**config.mk**
```make
export PLATFORM = sky130hd
export DESIGN_NAME = core_controller
export DESIGN_NICKNAME = d
export VERILOG_FILES = /design/src/logic/ctrl_pkg.sv /design/src/logic/exc_prioritizer.sv /design/src/logic/irq_arbiter.sv /design/src/logic/ctrl_fsm.sv /design/src/logic/core_controller.sv
export VERILOG_INCLUDE_DIRS = /design/src /design/src/logic
export SDC_FILE = /design/constraint.sdc
export NUM_CORES = 1
export LEC_CHECK = 0
export ABC_CLOCK_PERIOD_IN_PS = 1700
export BUFFER_PORTS_ARGS = -buffer_cell sky130_fd_sc_hd__buf_2
export CORE_MARGIN = 2
export CORE_UTILIZATION = 36
export DETAILED_ROUTE_END_ITERATION = 8
export PLACE_DENSITY_LB_ADDON = 0.2
export SYNTH_ARGS = -nofsm -noshare
export SYNTH_HDL_FRONTEND = slang
export SYNTH_SLANG_ARGS = --single-unit
```
**constraint.sdc**
```tcl
create_clock -name clk_i -period 1.7 [get_ports clk_i]
set_input_delay 0.34 -clock clk_i [delete_from_list [all_inputs] [get_ports clk_i]]
set_output_delay 0.34 -clock clk_i [all_outputs]
set_load 0.02 [all_outputs]
```
**src/logic/ctrl_settings.svh**
```systemverilog
/*
  Core controller build settings
  Widths shared by the controller package and the RTL blocks
*/

`ifndef CTRL_SETTINGS_SVH
`define CTRL_SETTINGS_SVH

//////////////////////////////////////////////////////////////
// datapath
//////////////////////////////////////////////////////////////

// data and address width
`define CTRL_XLEN 32

//////////////////////////////////////////////////////////////
// interrupts and causes
//////////////////////////////////////////////////////////////

// fast interrupt lines and the index width that covers them
`define CTRL_NUM_FAST_IRQ 15
`define CTRL_FAST_ID_W 4
// mcause code width with the interrupt flag in the msb
`define CTRL_CAUSE_W 6

`endif

```
**src/logic/ctrl_pkg.sv**
```systemverilog
/*
  Core controller types
  Vectors, enums and bundles shared by the controller blocks
*/

`default_nettype none

`include "ctrl_settings.svh"

package ctrl_pkg;

  typedef logic [`CTRL_XLEN-1:0]         word_t;
  typedef logic [15:0]                   half_t;
  typedef logic [`CTRL_NUM_FAST_IRQ-1:0] fast_irq_t;
  typedef logic [`CTRL_FAST_ID_W-1:0]    fast_id_t;

  typedef enum logic [1:0] {
    PRIV_LVL_U = 2'b00,
    PRIV_LVL_M = 2'b11
  } priv_lvl_e;

  // fetch address source
  typedef enum logic [1:0] {PC_BOOT, PC_JUMP, PC_EXC, PC_ERET} pc_sel_e;

  // handler base selector
  typedef enum logic {EXC_PC_EXC, EXC_PC_IRQ} exc_pc_sel_e;

  // interrupts set the msb and fast lines also set bit 4 with the index below it
  typedef enum logic [`CTRL_CAUSE_W-1:0] {
    EXC_CAUSE_IRQ_SOFTWARE_M     = {1'b1, 5'd3},
    EXC_CAUSE_IRQ_TIMER_M        = {1'b1, 5'd7},
    EXC_CAUSE_IRQ_EXTERNAL_M     = {1'b1, 5'd11},
    EXC_CAUSE_IRQ_FAST_0         = {1'b1, 5'd16},
    EXC_CAUSE_IRQ_FAST_14        = {1'b1, 5'd30},
    EXC_CAUSE_IRQ_NM             = {1'b1, 5'd31},
    EXC_CAUSE_INSN_ADDR_MISA     = {1'b0, 5'd0},
    EXC_CAUSE_INSTR_ACCESS_FAULT = {1'b0, 5'd1},
    EXC_CAUSE_ILLEGAL_INSN       = {1'b0, 5'd2},
    EXC_CAUSE_BREAKPOINT         = {1'b0, 5'd3},
    EXC_CAUSE_LOAD_ACCESS_FAULT  = {1'b0, 5'd5},
    EXC_CAUSE_STORE_ACCESS_FAULT = {1'b0, 5'd7},
    EXC_CAUSE_ECALL_UMODE        = {1'b0, 5'd8},
    EXC_CAUSE_ECALL_MMODE        = {1'b0, 5'd11}
  } exc_cause_e;

  typedef enum logic [3:0] {
    RESET, BOOT_SET, WAIT_SLEEP, SLEEP, FIRST_FETCH, DECODE, FLUSH, IRQ_TAKEN
  } ctrl_fsm_e;

  typedef struct packed {
    logic      irq_software;
    logic      irq_timer;
    logic      irq_external;
    fast_irq_t irq_fast;
  } irqs_t;

  // decoder flags not yet qualified with instruction valid
  typedef struct packed {
    logic illegal;
    logic ecall;
    logic mret;
    logic wfi;
    logic ebrk;
    logic dret;
    logic csr_flush;
  } dec_flags_t;

  // instruction held in the fetch/decode register
  typedef struct packed {
    word_t instr;
    half_t instr_c;
    logic  is_compressed;
    logic  fetch_err;
    logic  fetch_err_plus2;
    word_t pc;
  } instr_info_t;

  typedef struct packed {
    logic        pc_set;
    logic        pc_set_spec;
    pc_sel_e     pc_mux;
    exc_pc_sel_e exc_pc_mux;
  } pc_req_t;

  typedef struct packed {
    logic save_if;
    logic save_id;
    logic restore_mret;
    logic save_cause;
  } csr_save_t;

endpackage

`default_nettype wire

```
**src/logic/exc_prioritizer.sv**
```systemverilog
/*
  Exception prioritizer
  Registers fault requests, picks the winning one by fixed priority
  and works out its mcause code and mtval
*/

`default_nettype none

module exc_prioritizer import ctrl_pkg::*; (
  input  wire logic        clk_i,
  input  wire logic        rst_ni,
  input  wire dec_flags_t  dec_i,
  input  wire instr_info_t instr_i,
  input  wire logic        instr_valid_i,
  input  wire priv_lvl_e   priv_mode_i,
  input  wire logic        csr_mstatus_tw_i,
  input  wire logic        load_err_i,
  input  wire logic        store_err_i,
  input  wire word_t       lsu_addr_last_i,
  input  wire logic        in_flush_i,
  output logic             exc_pending_o,
  output logic             lsu_exc_o,
  output logic             special_req_o,
  output logic             pc_change_req_o,
  output exc_cause_e       exc_cause_o,
  output word_t            mtval_o
);

  logic  fetch_err;
  logic  illegal_umode;
  logic  illegal_d, illegal_q;
  logic  exc_req_d, exc_req_q;
  logic  load_err_q, store_err_q;
  word_t mtval;

  // decoder flags arrive qualified but the fetch error does not
  assign fetch_err = instr_i.fetch_err & instr_valid_i;

  // mret and trapped wfi need M-mode
  assign illegal_umode = (priv_mode_i != PRIV_LVL_M) &
                         (dec_i.mret | (csr_mstatus_tw_i & dec_i.wfi));

  // no debug mode, so dret is always illegal
  assign illegal_d = (dec_i.illegal | dec_i.dret | illegal_umode) & ~in_flush_i;
  assign exc_req_d = (dec_i.ecall | dec_i.ebrk | illegal_d | fetch_err) & ~in_flush_i;

  assign lsu_exc_o       = load_err_i | store_err_i;
  assign pc_change_req_o = dec_i.mret | dec_i.dret | exc_req_d;
  // wfi and csr writes only flush while pc changes redirect fetch
  assign special_req_o   = pc_change_req_o | dec_i.wfi | dec_i.csr_flush;
  assign exc_pending_o   = exc_req_q | load_err_q | store_err_q;

  always_ff @(posedge clk_i or negedge rst_ni) begin
    if (!rst_ni) begin
      illegal_q   <= 1'b0;
      exc_req_q   <= 1'b0;
      load_err_q  <= 1'b0;
      store_err_q <= 1'b0;
    end else begin
      illegal_q   <= illegal_d;
      exc_req_q   <= exc_req_d;
      load_err_q  <= load_err_i & ~in_flush_i;
      store_err_q <= store_err_i & ~in_flush_i;
    end
  end

  //////////////////////////////////////////////////////////////
  // fixed priority where the first match wins
  //////////////////////////////////////////////////////////////

  always_comb begin
    exc_cause_o = EXC_CAUSE_INSN_ADDR_MISA;
    mtval       = '0;
    if (fetch_err) begin
      exc_cause_o = EXC_CAUSE_INSTR_ACCESS_FAULT;
      // fault in the upper half of an unaligned fetch
      mtval       = instr_i.fetch_err_plus2 ? (instr_i.pc + word_t'(2)) : instr_i.pc;
    end else if (illegal_q) begin
      exc_cause_o = EXC_CAUSE_ILLEGAL_INSN;
      mtval       = instr_i.is_compressed ? word_t'(instr_i.instr_c) : instr_i.instr;
    end else if (dec_i.ecall) begin
      exc_cause_o = (priv_mode_i == PRIV_LVL_M) ? EXC_CAUSE_ECALL_MMODE :
                                                  EXC_CAUSE_ECALL_UMODE;
    end else if (dec_i.ebrk) begin
      exc_cause_o = EXC_CAUSE_BREAKPOINT;
    end else if (store_err_q) begin
      exc_cause_o = EXC_CAUSE_STORE_ACCESS_FAULT;
      mtval       = lsu_addr_last_i;
    end else if (load_err_q) begin
      exc_cause_o = EXC_CAUSE_LOAD_ACCESS_FAULT;
      mtval       = lsu_addr_last_i;
    end
  end

  // mtval only valid while the fault is taken
  assign mtval_o = (in_flush_i & exc_pending_o) ? mtval : '0;

endmodule

`default_nettype wire

```
**src/logic/irq_arbiter.sv**
```systemverilog
/*
  Interrupt arbiter
  Decides whether an interrupt is taken, picks its cause, tracks NMI mode
*/

`default_nettype none

`include "ctrl_settings.svh"

module irq_arbiter import ctrl_pkg::*; (
  input  wire logic  clk_i,
  input  wire logic  rst_ni,
  input  wire irqs_t irqs_i,
  input  wire logic  irq_nm_i,
  input  wire logic  irq_pending_i,
  input  wire logic  csr_mstatus_mie_i,
  input  wire logic  irq_take_i,
  input  wire logic  mret_done_i,
  output logic       handle_irq_o,
  output exc_cause_e irq_cause_o,
  output logic       nmi_mode_o
);

  logic     nmi_mode_q;
  fast_id_t mfip_id;

  // nested NMIs unsupported, NMI mode masks everything
  assign handle_irq_o = ~nmi_mode_q & (irq_nm_i | (irq_pending_i & csr_mstatus_mie_i));

  // highest fast index wins, later iterations override
  always_comb begin
    mfip_id = '0;
    for (int unsigned i = 0; i < `CTRL_NUM_FAST_IRQ; i++) begin
      if (irqs_i.irq_fast[i]) begin
        mfip_id = fast_id_t'(i);
      end
    end
  end

  always_comb begin
    if (irq_nm_i && !nmi_mode_q) begin
      irq_cause_o = EXC_CAUSE_IRQ_NM;
    end else if (|irqs_i.irq_fast) begin
      // 0b11 prefix puts fast line n at code 16+n
      irq_cause_o = exc_cause_e'({2'b11, mfip_id});
    end else if (irqs_i.irq_external) begin
      irq_cause_o = EXC_CAUSE_IRQ_EXTERNAL_M;
    end else if (irqs_i.irq_software) begin
      irq_cause_o = EXC_CAUSE_IRQ_SOFTWARE_M;
    end else if (irqs_i.irq_timer) begin
      irq_cause_o = EXC_CAUSE_IRQ_TIMER_M;
    end else begin
      irq_cause_o = EXC_CAUSE_INSN_ADDR_MISA;
    end
  end

  // set on NMI entry, left by the handler's mret
  always_ff @(posedge clk_i or negedge rst_ni) begin
    if (!rst_ni) begin
      nmi_mode_q <= 1'b0;
    end else if (irq_take_i && irq_nm_i && !nmi_mode_q) begin
      nmi_mode_q <= 1'b1;
    end else if (mret_done_i) begin
      nmi_mode_q <= 1'b0;
    end
  end

  assign nmi_mode_o = nmi_mode_q;

endmodule

`default_nettype wire

```
**src/logic/ctrl_fsm.sv**
```systemverilog
/*
  Controller state machine
  Boot, decode, flush, sleep and interrupt entry with stall and flush control
*/

`default_nettype none

module ctrl_fsm import ctrl_pkg::*; (
  input  wire logic       clk_i,
  input  wire logic       rst_ni,
  input  wire logic       instr_valid_i,
  input  wire dec_flags_t dec_i,
  input  wire logic       exc_pending_i,
  input  wire logic       lsu_exc_i,
  input  wire logic       special_req_i,
  input  wire exc_cause_e exc_cause_i,
  input  wire logic       handle_irq_i,
  input  wire exc_cause_e irq_cause_i,
  input  wire logic       irq_pending_i,
  input  wire logic       irq_nm_i,
  input  wire logic       branch_set_i,
  input  wire logic       branch_set_spec_i,
  input  wire logic       jump_set_i,
  input  wire logic       stall_id_i,
  output logic            in_flush_o,
  output logic            irq_take_o,
  output logic            mret_done_o,
  output logic            ctrl_busy_o,
  output logic            instr_req_o,
  output logic            id_in_ready_o,
  output logic            instr_valid_clear_o,
  output logic            flush_id_o,
  output logic            controller_run_o,
  output pc_req_t         pc_req_o,
  output csr_save_t       csr_save_o,
  output exc_cause_e      exc_cause_o
);

  ctrl_fsm_e state_q, state_d;
  logic      halt_if, retain_id, flush_id;
  logic      special_req;

  // lsu faults arrive without an ID-stage valid
  assign special_req = special_req_i | lsu_exc_i;

  always_comb begin
    state_d          = state_q;
    instr_req_o      = 1'b1;
    ctrl_busy_o      = 1'b1;
    controller_run_o = 1'b0;
    halt_if          = 1'b0;
    retain_id        = 1'b0;
    flush_id         = 1'b0;
    irq_take_o       = 1'b0;
    mret_done_o      = 1'b0;
    // mux values matter only with pc_set
    pc_req_o         = '{pc_set: 1'b0, pc_set_spec: 1'b0, pc_mux: PC_BOOT,
                         exc_pc_mux: EXC_PC_IRQ};
    csr_save_o       = '0;
    exc_cause_o      = EXC_CAUSE_INSN_ADDR_MISA;

    unique case (state_q)
      RESET, BOOT_SET: begin
        // boot address pushed into fetch twice
        instr_req_o          = (state_q == BOOT_SET);
        pc_req_o.pc_set      = 1'b1;
        pc_req_o.pc_set_spec = 1'b1;
        state_d              = (state_q == RESET) ? BOOT_SET : FIRST_FETCH;
      end
      WAIT_SLEEP, SLEEP: begin
        instr_req_o = 1'b0;
        halt_if     = 1'b1;
        flush_id    = 1'b1;
        ctrl_busy_o = 1'b0;
        if (state_q == WAIT_SLEEP) begin
          state_d = SLEEP;
        end else if (irq_nm_i || irq_pending_i) begin
          // wake on any pending line, even when masked
          ctrl_busy_o = 1'b1;
          state_d     = FIRST_FETCH;
        end
      end
      FIRST_FETCH: begin
        if (id_in_ready_o) begin
          state_d = DECODE;
        end
        if (handle_irq_i && !stall_id_i) begin
          state_d = IRQ_TAKEN;
          halt_if = 1'b1;
        end
      end
      DECODE: begin
        controller_run_o = 1'b1;
        pc_req_o.pc_mux  = PC_JUMP;
        // keep the instruction in ID for the FLUSH decision
        if (special_req) begin
          retain_id = 1'b1;
          state_d   = FLUSH;
        end
        if ((branch_set_i || jump_set_i) && instr_valid_i) begin
          pc_req_o.pc_set = 1'b1;
        end
        if ((branch_set_spec_i || branch_set_i || jump_set_i) && instr_valid_i) begin
          pc_req_o.pc_set_spec = 1'b1;
        end
        // let a stalled instruction finish before the handler jump
        if (handle_irq_i && (stall_id_i || !special_req)) begin
          halt_if = 1'b1;
        end
        if (handle_irq_i && !stall_id_i && !special_req) begin
          state_d = IRQ_TAKEN;
        end
      end
      IRQ_TAKEN: begin
        pc_req_o.pc_mux     = PC_EXC;
        pc_req_o.exc_pc_mux = EXC_PC_IRQ;
        if (handle_irq_i) begin
          pc_req_o.pc_set       = 1'b1;
          pc_req_o.pc_set_spec  = 1'b1;
          csr_save_o.save_if    = 1'b1;
          csr_save_o.save_cause = 1'b1;
          exc_cause_o           = irq_cause_i;
          irq_take_o            = 1'b1;
        end
        state_d = DECODE;
      end
      FLUSH: begin
        halt_if  = 1'b1;
        flush_id = 1'b1;
        state_d  = DECODE;
        if (exc_pending_i) begin
          // epc is the faulting instruction in ID
          pc_req_o              = '{pc_set: 1'b1, pc_set_spec: 1'b1, pc_mux: PC_EXC,
                                    exc_pc_mux: EXC_PC_EXC};
          csr_save_o.save_id    = 1'b1;
          csr_save_o.save_cause = 1'b1;
          exc_cause_o           = exc_cause_i;
        end else if (dec_i.mret) begin
          pc_req_o.pc_mux         = PC_ERET;
          pc_req_o.pc_set         = 1'b1;
          pc_req_o.pc_set_spec    = 1'b1;
          csr_save_o.restore_mret = 1'b1;
          mret_done_o             = 1'b1;
        end else if (dec_i.wfi) begin
          state_d = WAIT_SLEEP;
        end else if (dec_i.csr_flush && handle_irq_i) begin
          // a csr write may have just enabled an interrupt
          state_d = IRQ_TAKEN;
        end
      end
      default: begin
        instr_req_o = 1'b0;
        state_d     = RESET;
      end
    endcase
  end

  //////////////////////////////////////////////////////////////
  // stall and flush
  //////////////////////////////////////////////////////////////

  assign in_flush_o          = (state_q == FLUSH);
  assign flush_id_o          = flush_id;
  assign id_in_ready_o       = ~stall_id_i & ~halt_if & ~retain_id;
  // retained entries stay valid unless flushed
  assign instr_valid_clear_o = ~(stall_id_i | retain_id) | flush_id;

  always_ff @(posedge clk_i or negedge rst_ni) begin
    if (!rst_ni) begin
      state_q <= RESET;
    end else begin
      state_q <= state_d;
    end
  end

endmodule

`default_nettype wire

```
**src/logic/core_controller.sv**
```systemverilog
/*
  Core controller top level
  Qualifies decoder flags with instruction valid and joins the
  exception, interrupt and state machine blocks
*/

`default_nettype none

module core_controller import ctrl_pkg::*; (
  input  wire logic        clk_i,
  input  wire logic        rst_ni,
  input  wire logic        instr_valid_i,
  input  wire dec_flags_t  dec_i,
  input  wire instr_info_t instr_i,
  input  wire logic        branch_set_i,
  input  wire logic        branch_set_spec_i,
  input  wire logic        jump_set_i,
  input  wire word_t       lsu_addr_last_i,
  input  wire logic        load_err_i,
  input  wire logic        store_err_i,
  input  wire irqs_t       irqs_i,
  input  wire logic        irq_nm_i,
  input  wire logic        irq_pending_i,
  input  wire logic        csr_mstatus_mie_i,
  input  wire priv_lvl_e   priv_mode_i,
  input  wire logic        csr_mstatus_tw_i,
  input  wire logic        stall_id_i,
  output pc_req_t          pc_req_o,
  output csr_save_t        csr_save_o,
  output exc_cause_e       exc_cause_o,
  output word_t            csr_mtval_o,
  output logic             nmi_mode_o,
  output logic             ctrl_busy_o,
  output logic             instr_req_o,
  output logic             id_in_ready_o,
  output logic             instr_valid_clear_o,
  output logic             flush_id_o,
  output logic             controller_run_o
);

  dec_flags_t dec_q;
  logic       in_flush, exc_pending, lsu_exc, special_req;
  logic       handle_irq, irq_take, mret_done;
  exc_cause_e exc_cause, irq_cause;

  // decoder flags do not see instruction valid
  assign dec_q.illegal   = dec_i.illegal & instr_valid_i;
  assign dec_q.ecall     = dec_i.ecall & instr_valid_i;
  assign dec_q.mret      = dec_i.mret & instr_valid_i;
  assign dec_q.wfi       = dec_i.wfi & instr_valid_i;
  assign dec_q.ebrk      = dec_i.ebrk & instr_valid_i;
  assign dec_q.dret      = dec_i.dret & instr_valid_i;
  assign dec_q.csr_flush = dec_i.csr_flush & instr_valid_i;

  exc_prioritizer u_exc_prioritizer (
    .clk_i, .rst_ni, .dec_i(dec_q), .instr_i, .instr_valid_i, .priv_mode_i,
    .csr_mstatus_tw_i, .load_err_i, .store_err_i, .lsu_addr_last_i,
    .in_flush_i(in_flush), .exc_pending_o(exc_pending), .lsu_exc_o(lsu_exc),
    .special_req_o(special_req), .pc_change_req_o(), .exc_cause_o(exc_cause),
    .mtval_o(csr_mtval_o)
  );

  irq_arbiter u_irq_arbiter (
    .clk_i, .rst_ni, .irqs_i, .irq_nm_i, .irq_pending_i, .csr_mstatus_mie_i,
    .irq_take_i(irq_take), .mret_done_i(mret_done), .handle_irq_o(handle_irq),
    .irq_cause_o(irq_cause), .nmi_mode_o
  );

  ctrl_fsm u_ctrl_fsm (
    .clk_i, .rst_ni, .instr_valid_i, .dec_i(dec_q), .exc_pending_i(exc_pending),
    .lsu_exc_i(lsu_exc), .special_req_i(special_req), .exc_cause_i(exc_cause),
    .handle_irq_i(handle_irq), .irq_cause_i(irq_cause), .irq_pending_i, .irq_nm_i,
    .branch_set_i, .branch_set_spec_i, .jump_set_i, .stall_id_i,
    .in_flush_o(in_flush), .irq_take_o(irq_take), .mret_done_o(mret_done),
    .ctrl_busy_o, .instr_req_o, .id_in_ready_o, .instr_valid_clear_o, .flush_id_o,
    .controller_run_o, .pc_req_o, .csr_save_o, .exc_cause_o
  );

endmodule

`default_nettype wire

```
## After elaboration in Yosys (flattened, before gate mapping)

Cells that the tools add are included.

| storage, ports and cells | value |
|---|---|
| register bits | 9 |

| operators by class | value |
|---|---|
| bitwise gates (word level) | 42 |
| multiplexer cells | 80 |
| equal/unequal tests | 12 |
| reductions and logical operators | 25 |
| add/subtract/negate cells | 1 |

Operator list:

| kind | number |
|---|---|
| $mux W32 | 9 |
| $mux W4 | 23 |
| $mux W6 | 12 |
| $add A32 B2 Y32 const B | 1 |
| $pmux W4 S6 | 1 |
| $mux W1 | 22 |
| $and A1 B1 Y1 | 19 |
| $or A1 B1 Y1 | 17 |
| $eq A4 B3 Y1 const B | 4 |
| $reduce_or A15 Y1 | 1 |
| $pmux W6 S2 | 1 |
| $logic_and A1 B1 Y1 | 9 |
| $mux W3 | 3 |
| $eq A4 B2 Y1 const B | 2 |
| $mux W2 | 4 |
| $pmux W2 S4 | 1 |
| $ne A3 B1 Y1 const B | 2 |
| $not A1 Y1 | 6 |
| $pmux W2 S3 | 1 |
| $logic_or A1 B1 Y1 | 5 |
| $eq A4 B1 Y1 const B | 1 |
| $logic_not A4 Y1 | 1 |
| $pmux W1 S2 | 2 |
| $reduce_or A2 Y1 | 2 |
| other kinds (9) | 11 |

## Logic depth before layout (Yosys ltp)

Gate-level depths: netlist of the first run.

| depth | value |
|---|---|
| depth in word-level cells | 24 |
| mapped depth | 7 |

## Hierarchy

Synthesis of the first run repeated with hierarchy kept, for this count alone.

| second synthesis, totals | value |
|---|---|
| cells, all modules | 338 |
| area total of the unflattened synthesis | 2621.3 µm² |

Modules (own cells, without submodules):

| module | seq. area each (µm²) | area an instance (µm²) | cells an instance | instances |
|---|---|---|---|---|
| exc_prioritizer | 100.1 | 1804.2 | 224 | 1 |
| ctrl_fsm | 75.1 | 461.7 | 67 | 1 |
| irq_arbiter | 25.0 | 311.5 | 40 | 1 |
| core_controller | 0.0 | 43.8 | 7 | 1 |

## Worst setup path after synthesis of the first run

Ideal clock, no wire load.

| timing | value |
|---|---|
| path kind | input to output |
| start point | in instr_i[32] (netlist bit) |
| end point | out csr_mtval_o[18] |
| arrival time | 1.900 ns |
| path buffers | 1 |
| setup slack | -0.540 ns |
| required time | 1.360 ns |
| stages on the path | 6 |
| path through | buf_2 > nand3_2 > nor4_2 > nand4_1 > xor2_1 > a211oi_1 |

| between the ends | value |
|---|---|
| longest elaborated chain between the ends | 3 |

RTL lines:

| what | line | text |
|---|---|---|
| start, declared | core_controller.sv:14 | `input wire instr_info_t instr_i,` |
| $mux W32 | exc_prioritizer.sv:77 | `mtval = instr_i.fetch_err_plus2 ? (instr_i.pc + word_t'(2)) : instr_i.pc;` |
| $mux W32 | exc_prioritizer.sv:74 | `if (fetch_err) begin` |
| $mux W32 | exc_prioritizer.sv:96 | `assign mtval_o = (in_flush_i & exc_pending_o) ? mtval : '0;` |
| end, declared | core_controller.sv:31 | `output word_t csr_mtval_o,` |

Every way passes these cells.

## Worst setup path in the final report of the first run

| timing | value |
|---|---|
| start point | in instr_i[12] (netlist bit) |
| end point | out csr_mtval_o[19] |

| between the ends | value |
|---|---|
| longest elaborated chain between the ends | 4 |

RTL lines:

| what | line |
|---|---|
| $add A32 B2 Y32 | exc_prioritizer.sv:77 |
| $mux W32 | exc_prioritizer.sv:77 |
| $mux W32 | exc_prioritizer.sv:74 |
| $mux W32 | exc_prioritizer.sv:96 |

Every way passes these cells.

==> flow_metrics.py, run 1 <==
metrics = {
    "drt": {
        "postRouteWirelength_microns": 18900,
        "first_pass_iters": 5,
        "vias": 5077,
        "top_layer_used": "met4",
        "met2WireLength_microns": 9100,
        "wl_met1_microns": 6140,
        "drc": 0,
        "drtAntennaViolNets": 0,
        "wl_per_cell_microns": 25.4,
        "vias_per_cell": 6.81,
        "dr_wl_met3_microns": 2100,
        "drt-initial-drc-count": 573,
    },
    "clocking": {
        "path_clk_slew_ns": 0.05,
        "clock-root-buffer": "clkbuf_8",
        "insertion_delay_ns": 0.24,
        "cts.sinks": 8,
        "cts_buffers": 3,
        "h-tree-depth": 1,
        "cts_tree": "yes",
        "clk_path_buf_depth": 2,
    },
    "placement": {
        "place.gp.congestion": 0.950,
        "dp_hpwl_microns": 9770,
        "dpl_cell_area_sq_mm": 0.00503,
        "portBuffers": 208,
        "dp_cells": 720,
    },
    "timing": {
        "slew_viol_final": 0,
        "grt_setup_unrepaired": "true",
        "hold_violations": 0,
        "setup_ws_ns": -0.718,
        "worst_pin_slew_ns": 0.613,
        "period_share_pct": 142,
        "relSlewSlack_pct": 59.1,
        "skew_ns": 0.00569,
        "max_freq_mhz": 414,
        "min_period_ns": 2.42,
        "setup_viol": 55,
    },
    "logic_synthesis": {
        "synth-seq-cells": 8,
        "synth.top_cell.area_share_pct": 9.40,
        "synthArstFlopShare_pct": 100,
        "ys_top_cells_by_area": "a221oi_1 9.4%, dfrtp_1 8.3%, a211oi_1 7.7%",
        "synthCells": 344,
        "synthesis.nets": 500,
        "synth-edff-count": 0,
        "synth_area_sq_mm": 0.00242,
        "ys_seq_area_share_pct": 8.26,
        "synth.avg_cell_area_sq_um": 7.04,
        "ys_warn_count": 0,
        "synth-main-ff-cell": "dfrtp_1",
        "synth_top_area_cell": "a221oi_1",
        "ys_types": 54,
    },
    "global_route": {
        "grt_max_degree": 25,
        "grt_overflow": 0,
        "antenna_found_initial": 0,
        "grt_pass1_vias": 4875,
        "grt_use_total_pct": 39.9,
        "grt_first_pass_wirelength_microns": 23900,
    },
    "die": {
        "row_count": 29,
        "die_h_microns": 86.0,
        "top_level_ports": 209,
        "die_w_microns": 86.0,
        "fp.coreArea_sq_mm": 0.00642,
        "start_util_pct": 37.7,
        "dieArea_sq_mm": 0.00740,
    },
    "worst_setup_path": {
        "critPathSlowestCell": "nor3_1",
        "crit_arrival_ns": 2.08,
        "cp.required_ns": 1.36,
        "cpPeakStageDelay_ns": 0.42,
        "worstSetupEndpointType": "output pin",
        "worstPathCellList": "buf_8, nand4_4, buf_4, nor3_1, nand3_1, xor2_1, a211oi_4, buf_6",
        "cp-start-kind": "input pin",
        "path_class": "in -> out",
        "crit_start": "instr_i[12]",
        "crit_fanout": 2,
        "regToRegStartpoint": "u_ctrl_fsm.state_q[1]",
    },
    "final_layout": {
        "syn2layout_area_growth_pct": 150,
        "layout.nets": 826,
        "design_area_sq_mm": 0.00605,
        "final_common_cell": "buf_2",
        "fillCellCount": 202,
        "multi_input_area_sq_mm": 0.00310,
        "stdcell_count": 745,
        "postLayoutCoreUtil_pct": 94.2,
        "final_cell_mix": "148 x buf_2, 137 x buf_4, 45 x buf_6",
        "diodes": 0,
        "seqCellArea_sq_um": 200,
        "layout-drive-gt1-share_pct": 75.0,
    },
    "outcome": {
        "outcome": "complete, but fails checks",
        "violations": "setup timing",
    },
    "power": {
        "power.density_mw_per_mm2": 800,
        "max-vdd-ir-drop_v": 0.000739,
        "power.leakage_uw": 0.00267,
    },
    "run": {
        "drv_cap": 0,
    },
    "hold_path": {
        "min_from": "stall_id_i",
        "hold_class": "in -> reg",
    },
}
==> Yosys cell counts, drive strengths merged, types with 4 or more instances <==
| library cell | n |
|---|---|
| a211oi | 25 |
| a21oi | 11 |
| a221o | 6 |
| a221oi | 26 |
| a31oi | 5 |
| and3 | 10 |
| and4 | 4 |
| buf | 8 |
| clkbuf | 18 |
| dfrtp | 8 |
| inv | 12 |
| mux2 | 16 |
| nand2 | 28 |
| nand3 | 16 |
| nand4 | 15 |
| nor2 | 27 |
| nor2b | 6 |
| nor3 | 16 |
| nor4 | 9 |
| o21a | 5 |
| o21ai | 16 |
| xnor2 | 5 |
| xor2 | 18 |
==> logic make-up after synthesis <==
kind of cell             Yosys count  synth area share [%]
AO/OA/AOI/OAI                    111                  34.2
buffers and inverters             39                  7.49
adder cells (fa/ha/maj)            1                 0.516
XOR/XNOR                          23                  8.32
AND/OR/NAND/NOR                  143                  32.5
multiplexers                      19                  8.68
flip-flops                         8                  8.26
==> power by group <==
group          total, uW  switching (uW)  internal [uW]
logic               4330            2380           1940
registers            265            35.7            229
clock network        249            94.1            155
total               4840            2510           2330
==> area by class of cell <==
cell class | count | share of cell area, %
Multi-Input combinational cell | 297 | 51.2
Timing Repair Buffer | 347 | 42.2
Clock buffer | 3 | 0.683
Inverter | 13 | 0.972
Sequential cell | 8 | 3.31
Tap cell | 77 | 1.59
==> through the flow <==
step | setup WS [ns] | setup TNS (ns) | hold WS, ns | total power, uW
global placement | -0.547 | -15.93 | 0.192 | 3530
finish | -0.718 | -22.39 | 0.419 | 4840
detailed placement | -0.611 | -17.47 | 0.194 | 3580
global route | -0.870 | -27.84 | 0.441 | 5000
CTS | -0.461 | -15.87 | 0.414 | 4390
floorplan | -0.247 | -5.17 | 0.0444 | 2490
==> worst max-delay path, delay by kind of cell <==
family / cells / cell delay [ns]
and+or+nand+nor: 3 / 0.81
buffers and inverters: 3 / 0.41
AOI/OAI and AO/OA: 1 / 0.28
xor gates and xnor gates: 1 / 0.24
==> flip-flops by register name, indices dropped and copies added (netlist names) <==
register,cells
u_exc_prioritizer.load_err_q,1
u_exc_prioritizer.store_err_q,1
u_exc_prioritizer.exc_req_q,1
u_exc_prioritizer.illegal_q,1
u_ctrl_fsm.state_q,3
u_irq_arbiter.nmi_mode_o,1
==> per-layer routing <==
| layer | vias up | track usage (%) |
|---|---|---|
| li1 | 1997 | - |
| met1 | 2337 | 42.1 |
| met2 | 552 | 75.1 |
| met3 | 191 | 7.22 |
| met4 | 0 | 19.8 |
| met5 | - | 0 |
==> path summary, 6_finish.rpt <==
path,slack (ns),to,cells past startpoint
setup / recovery,-0.72,csr_mtval_o[19],8
hold / removal,0.42,u_ctrl_fsm.state_q[1],2
setup reg to reg,-0.23,u_irq_arbiter.nmi_mode_o,12
hold reg to reg,0.77,u_irq_arbiter.nmi_mode_o,3
max in group asynchronous,0.98,u_ctrl_fsm.state_q[0],2
min in group asynchronous,0.52,u_exc_prioritizer.store_err_q,2
==> repair_timing <==
action	4_1_cts	5_1_grt
endpoints found under the hold margin	8	0
gates resized for setup	159	40
pin swaps	26	21
hold buffers	1	0
endpoints found under the setup margin	50	56
setup buffers	13	9
gates cloned	0	0
No activity file was read; power rests on OpenSTA's default activity.
==> run 2, diff against run 1 <==
--- a/config.mk
+++ b/config.mk
@@ -8,8 +8,10 @@
 export LEC_CHECK = 0
 export ABC_CLOCK_PERIOD_IN_PS = 1700
 export BUFFER_PORTS_ARGS = -buffer_cell sky130_fd_sc_hd__buf_2
+export CELL_PAD_IN_SITES_DETAIL_PLACEMENT = 0
+export CELL_PAD_IN_SITES_GLOBAL_PLACEMENT = 1
 export CORE_MARGIN = 2
-export CORE_UTILIZATION = 36
+export CORE_UTILIZATION = 23
 export DETAILED_ROUTE_END_ITERATION = 8
 export PLACE_DENSITY_LB_ADDON = 0.2
 export SYNTH_ARGS = -nofsm -noshare
==> flow_metrics.py, run 2 (synthesized netlist as in run 1, its figures left out) <==
metrics = {
    "worst_setup_path": {
        "cp.required_ns": 1.36,
        "cp-start-kind": "flop",
        "worstSetupEndpointType": "output pin",
        "crit_fanout": 5,
        "crit_arrival_ns": 1.83,
        "path_class": "reg -> out",
    },
    "timing": {
        "period_share_pct": 128,
        "setup_ws_ns": -0.475,
        "relSlewSlack_pct": 71.1,
        "max_freq_mhz": 460,
        "fin_setup_tns_ns": -15.55,
        "min_period_ns": 2.17,
        "worst_pin_slew_ns": 0.433,
        "setup_viol": 52,
        "skew_ns": 0.00122,
        "slew_viol_final": 0,
        "hold_violations": 0,
        "grt_setup_unrepaired": "true",
    },
    "die": {
        "die_h_microns": 107,
        "row_count": 37,
        "start_util_pct": 23.6,
        "top_level_ports": 209,
        "fp.coreArea_sq_mm": 0.0103,
        "die_w_microns": 107,
        "dieArea_sq_mm": 0.0114,
    },
    "final_layout": {
        "layout.nets": 836,
        "fillCellCount": 927,
        "syn2layout_area_growth_pct": 157,
        "layout-drive-gt1-share_pct": 76.5,
        "largest_reg_flops": 3,
        "final_cell_mix": "152 x buf_2, 142 x buf_4, 50 x buf_6",
        "largest_register": "u_ctrl_fsm.state_q",
        "stdcell_count": 814,
        "diodes": 0,
        "final_common_cell": "buf_2",
    },
    "clocking": {
        "cts.sinks": 8,
        "clock-root-buffer": "clkbuf_8",
        "insertion_delay_ns": 0.23,
        "cts_buffers": 3,
        "cts_tree": "yes",
        "path_clk_slew_ns": 0.04,
        "h-tree-depth": 1,
        "clk_path_buf_depth": 2,
    },
    "placement": {
        "dp_hpwl_microns": 9830,
        "place.gp.congestion": 0.871,
        "dp_slack_ns": -0.524,
        "dp_cells": 791,
        "portBuffers": 208,
    },
    "drt": {
        "postRouteWirelength_microns": 12200,
        "drt-initial-drc-count": 140,
        "wl_per_cell_microns": 15.0,
        "drtAntennaViolNets": 0,
        "drc": 0,
        "vias_per_cell": 5.05,
        "first_pass_iters": 4,
        "vias": 4107,
    },
    "power": {
        "power.leakage_uw": 0.00270,
        "power_frac_comb_pct": 89.1,
        "swShare_pct": 49.0,
        "clockPowerShare_pct": 5.0,
        "power.density_mw_per_mm2": 741,
        "seq_power_share_pct": 5.8,
        "intPower_uw": 2350,
        "max-vdd-ir-drop_v": 0.000657,
        "power.switching_uw": 2260,
    },
    "global_route": {
        "grt_use_total_pct": 19.5,
        "antenna_found_initial": 0,
        "grt_pass1_vias": 4060,
        "grt_first_pass_wirelength_microns": 18400,
        "grt_max_degree": 25,
        "grt_overflow": 0,
    },
    "outcome": {
        "violations": "setup timing",
        "outcome": "complete, but fails checks",
    },
    "hold_path": {
        "hold_class": "in -> reg",
    },
    "run": {
        "drv_cap": 0,
    },
}
-- run 2: cell types whose count changed in the layout (fill, tap and decap cells not counted), sizes merged --
cell,previous run,this run
buf,345,356
clkbuf,4,3
-- run 2: layer usage --
metal	GRT usage (%)	part of all wire, %	up-vias
met5	0	0	-
met4	3.43	1.0	0
met3	2.13	6.3	11
met2	39.1	54	159
met1	22.0	39	1932
li1	-	-	2005
-- run 2: final timing paths --
kind                            cells after the start  slack, ns                    startpoint                           to
min in group asynchronous                           2       0.48                        rst_ni        u_ctrl_fsm.state_q[1]
worst max register to register                      8      -0.04  u_exc_prioritizer.load_err_q        u_ctrl_fsm.state_q[1]
worst max-delay path                                5      -0.47         u_ctrl_fsm.state_q[1]               exc_cause_o[3]
worst min-delay path                                2       0.41                    stall_id_i        u_ctrl_fsm.state_q[1]
max in group asynchronous                           2       1.03                        rst_ni  u_exc_prioritizer.illegal_q
worst min register to register                      3       0.67      u_irq_arbiter.nmi_mode_o     u_irq_arbiter.nmi_mode_o
-- run 2: area by class of cell --
type | count | area, sq um | share of cell area [%]
inverter | 13 | 56.3 | 0.904
timing repair buffer | 357 | 2620 | 42.1
multi-input combinational | 297 | 3140 | 50.4
clock buffer | 3 | 41.3 | 0.663
sequential | 8 | 204 | 3.28
tap | 136 | 170 | 2.73
-- run 2: metrics by stage --
| step | util (%) | area, sq um | total power, uW | hold slack (ns) |
|---|---|---|---|---|
| floorplan | - | 3240 | 2490 | 0.0444 |
| global placement | 50.7 | 5210 | 3610 | 0.190 |
| detailed placement | 50.7 | 5210 | 3630 | 0.194 |
| CTS | 56.0 | 5750 | 4310 | 0.402 |
| global route | 60.6 | 6230 | 4880 | 0.440 |
| finish | 60.6 | 6230 | 4620 | 0.414 |
-- run 2: power by group through the flow --
stage / Sequential, uW / Clock, uW / Combinational, uW
final: 268 / 233 / 4120
after global routing: 274 / 242 / 4360
after CTS: 271 / 237 / 3800
after detailed placement: 273 / 0 / 3360
after global placement: 273 / 0 / 3340
after floorplan: 276 / 0 / 2210
-- run 2: worst max-delay path, cell delays in order (launching register included) --
cell and delay (ns):
dfrtp_2 0.38, nand2_4 0.05, or3_4 0.45, or4_4 0.51
o21ai_2 0.08, buf_6 0.13
-- run 2: timing repair --
action                     in CTS  in global routing
setup buffers                  13                 10
gates resized for setup       110                 94
hold endpoints to repair        8                  0
pin swaps                      17                 35
hold buffers                    1                  0
setup endpoints to repair      50                 55
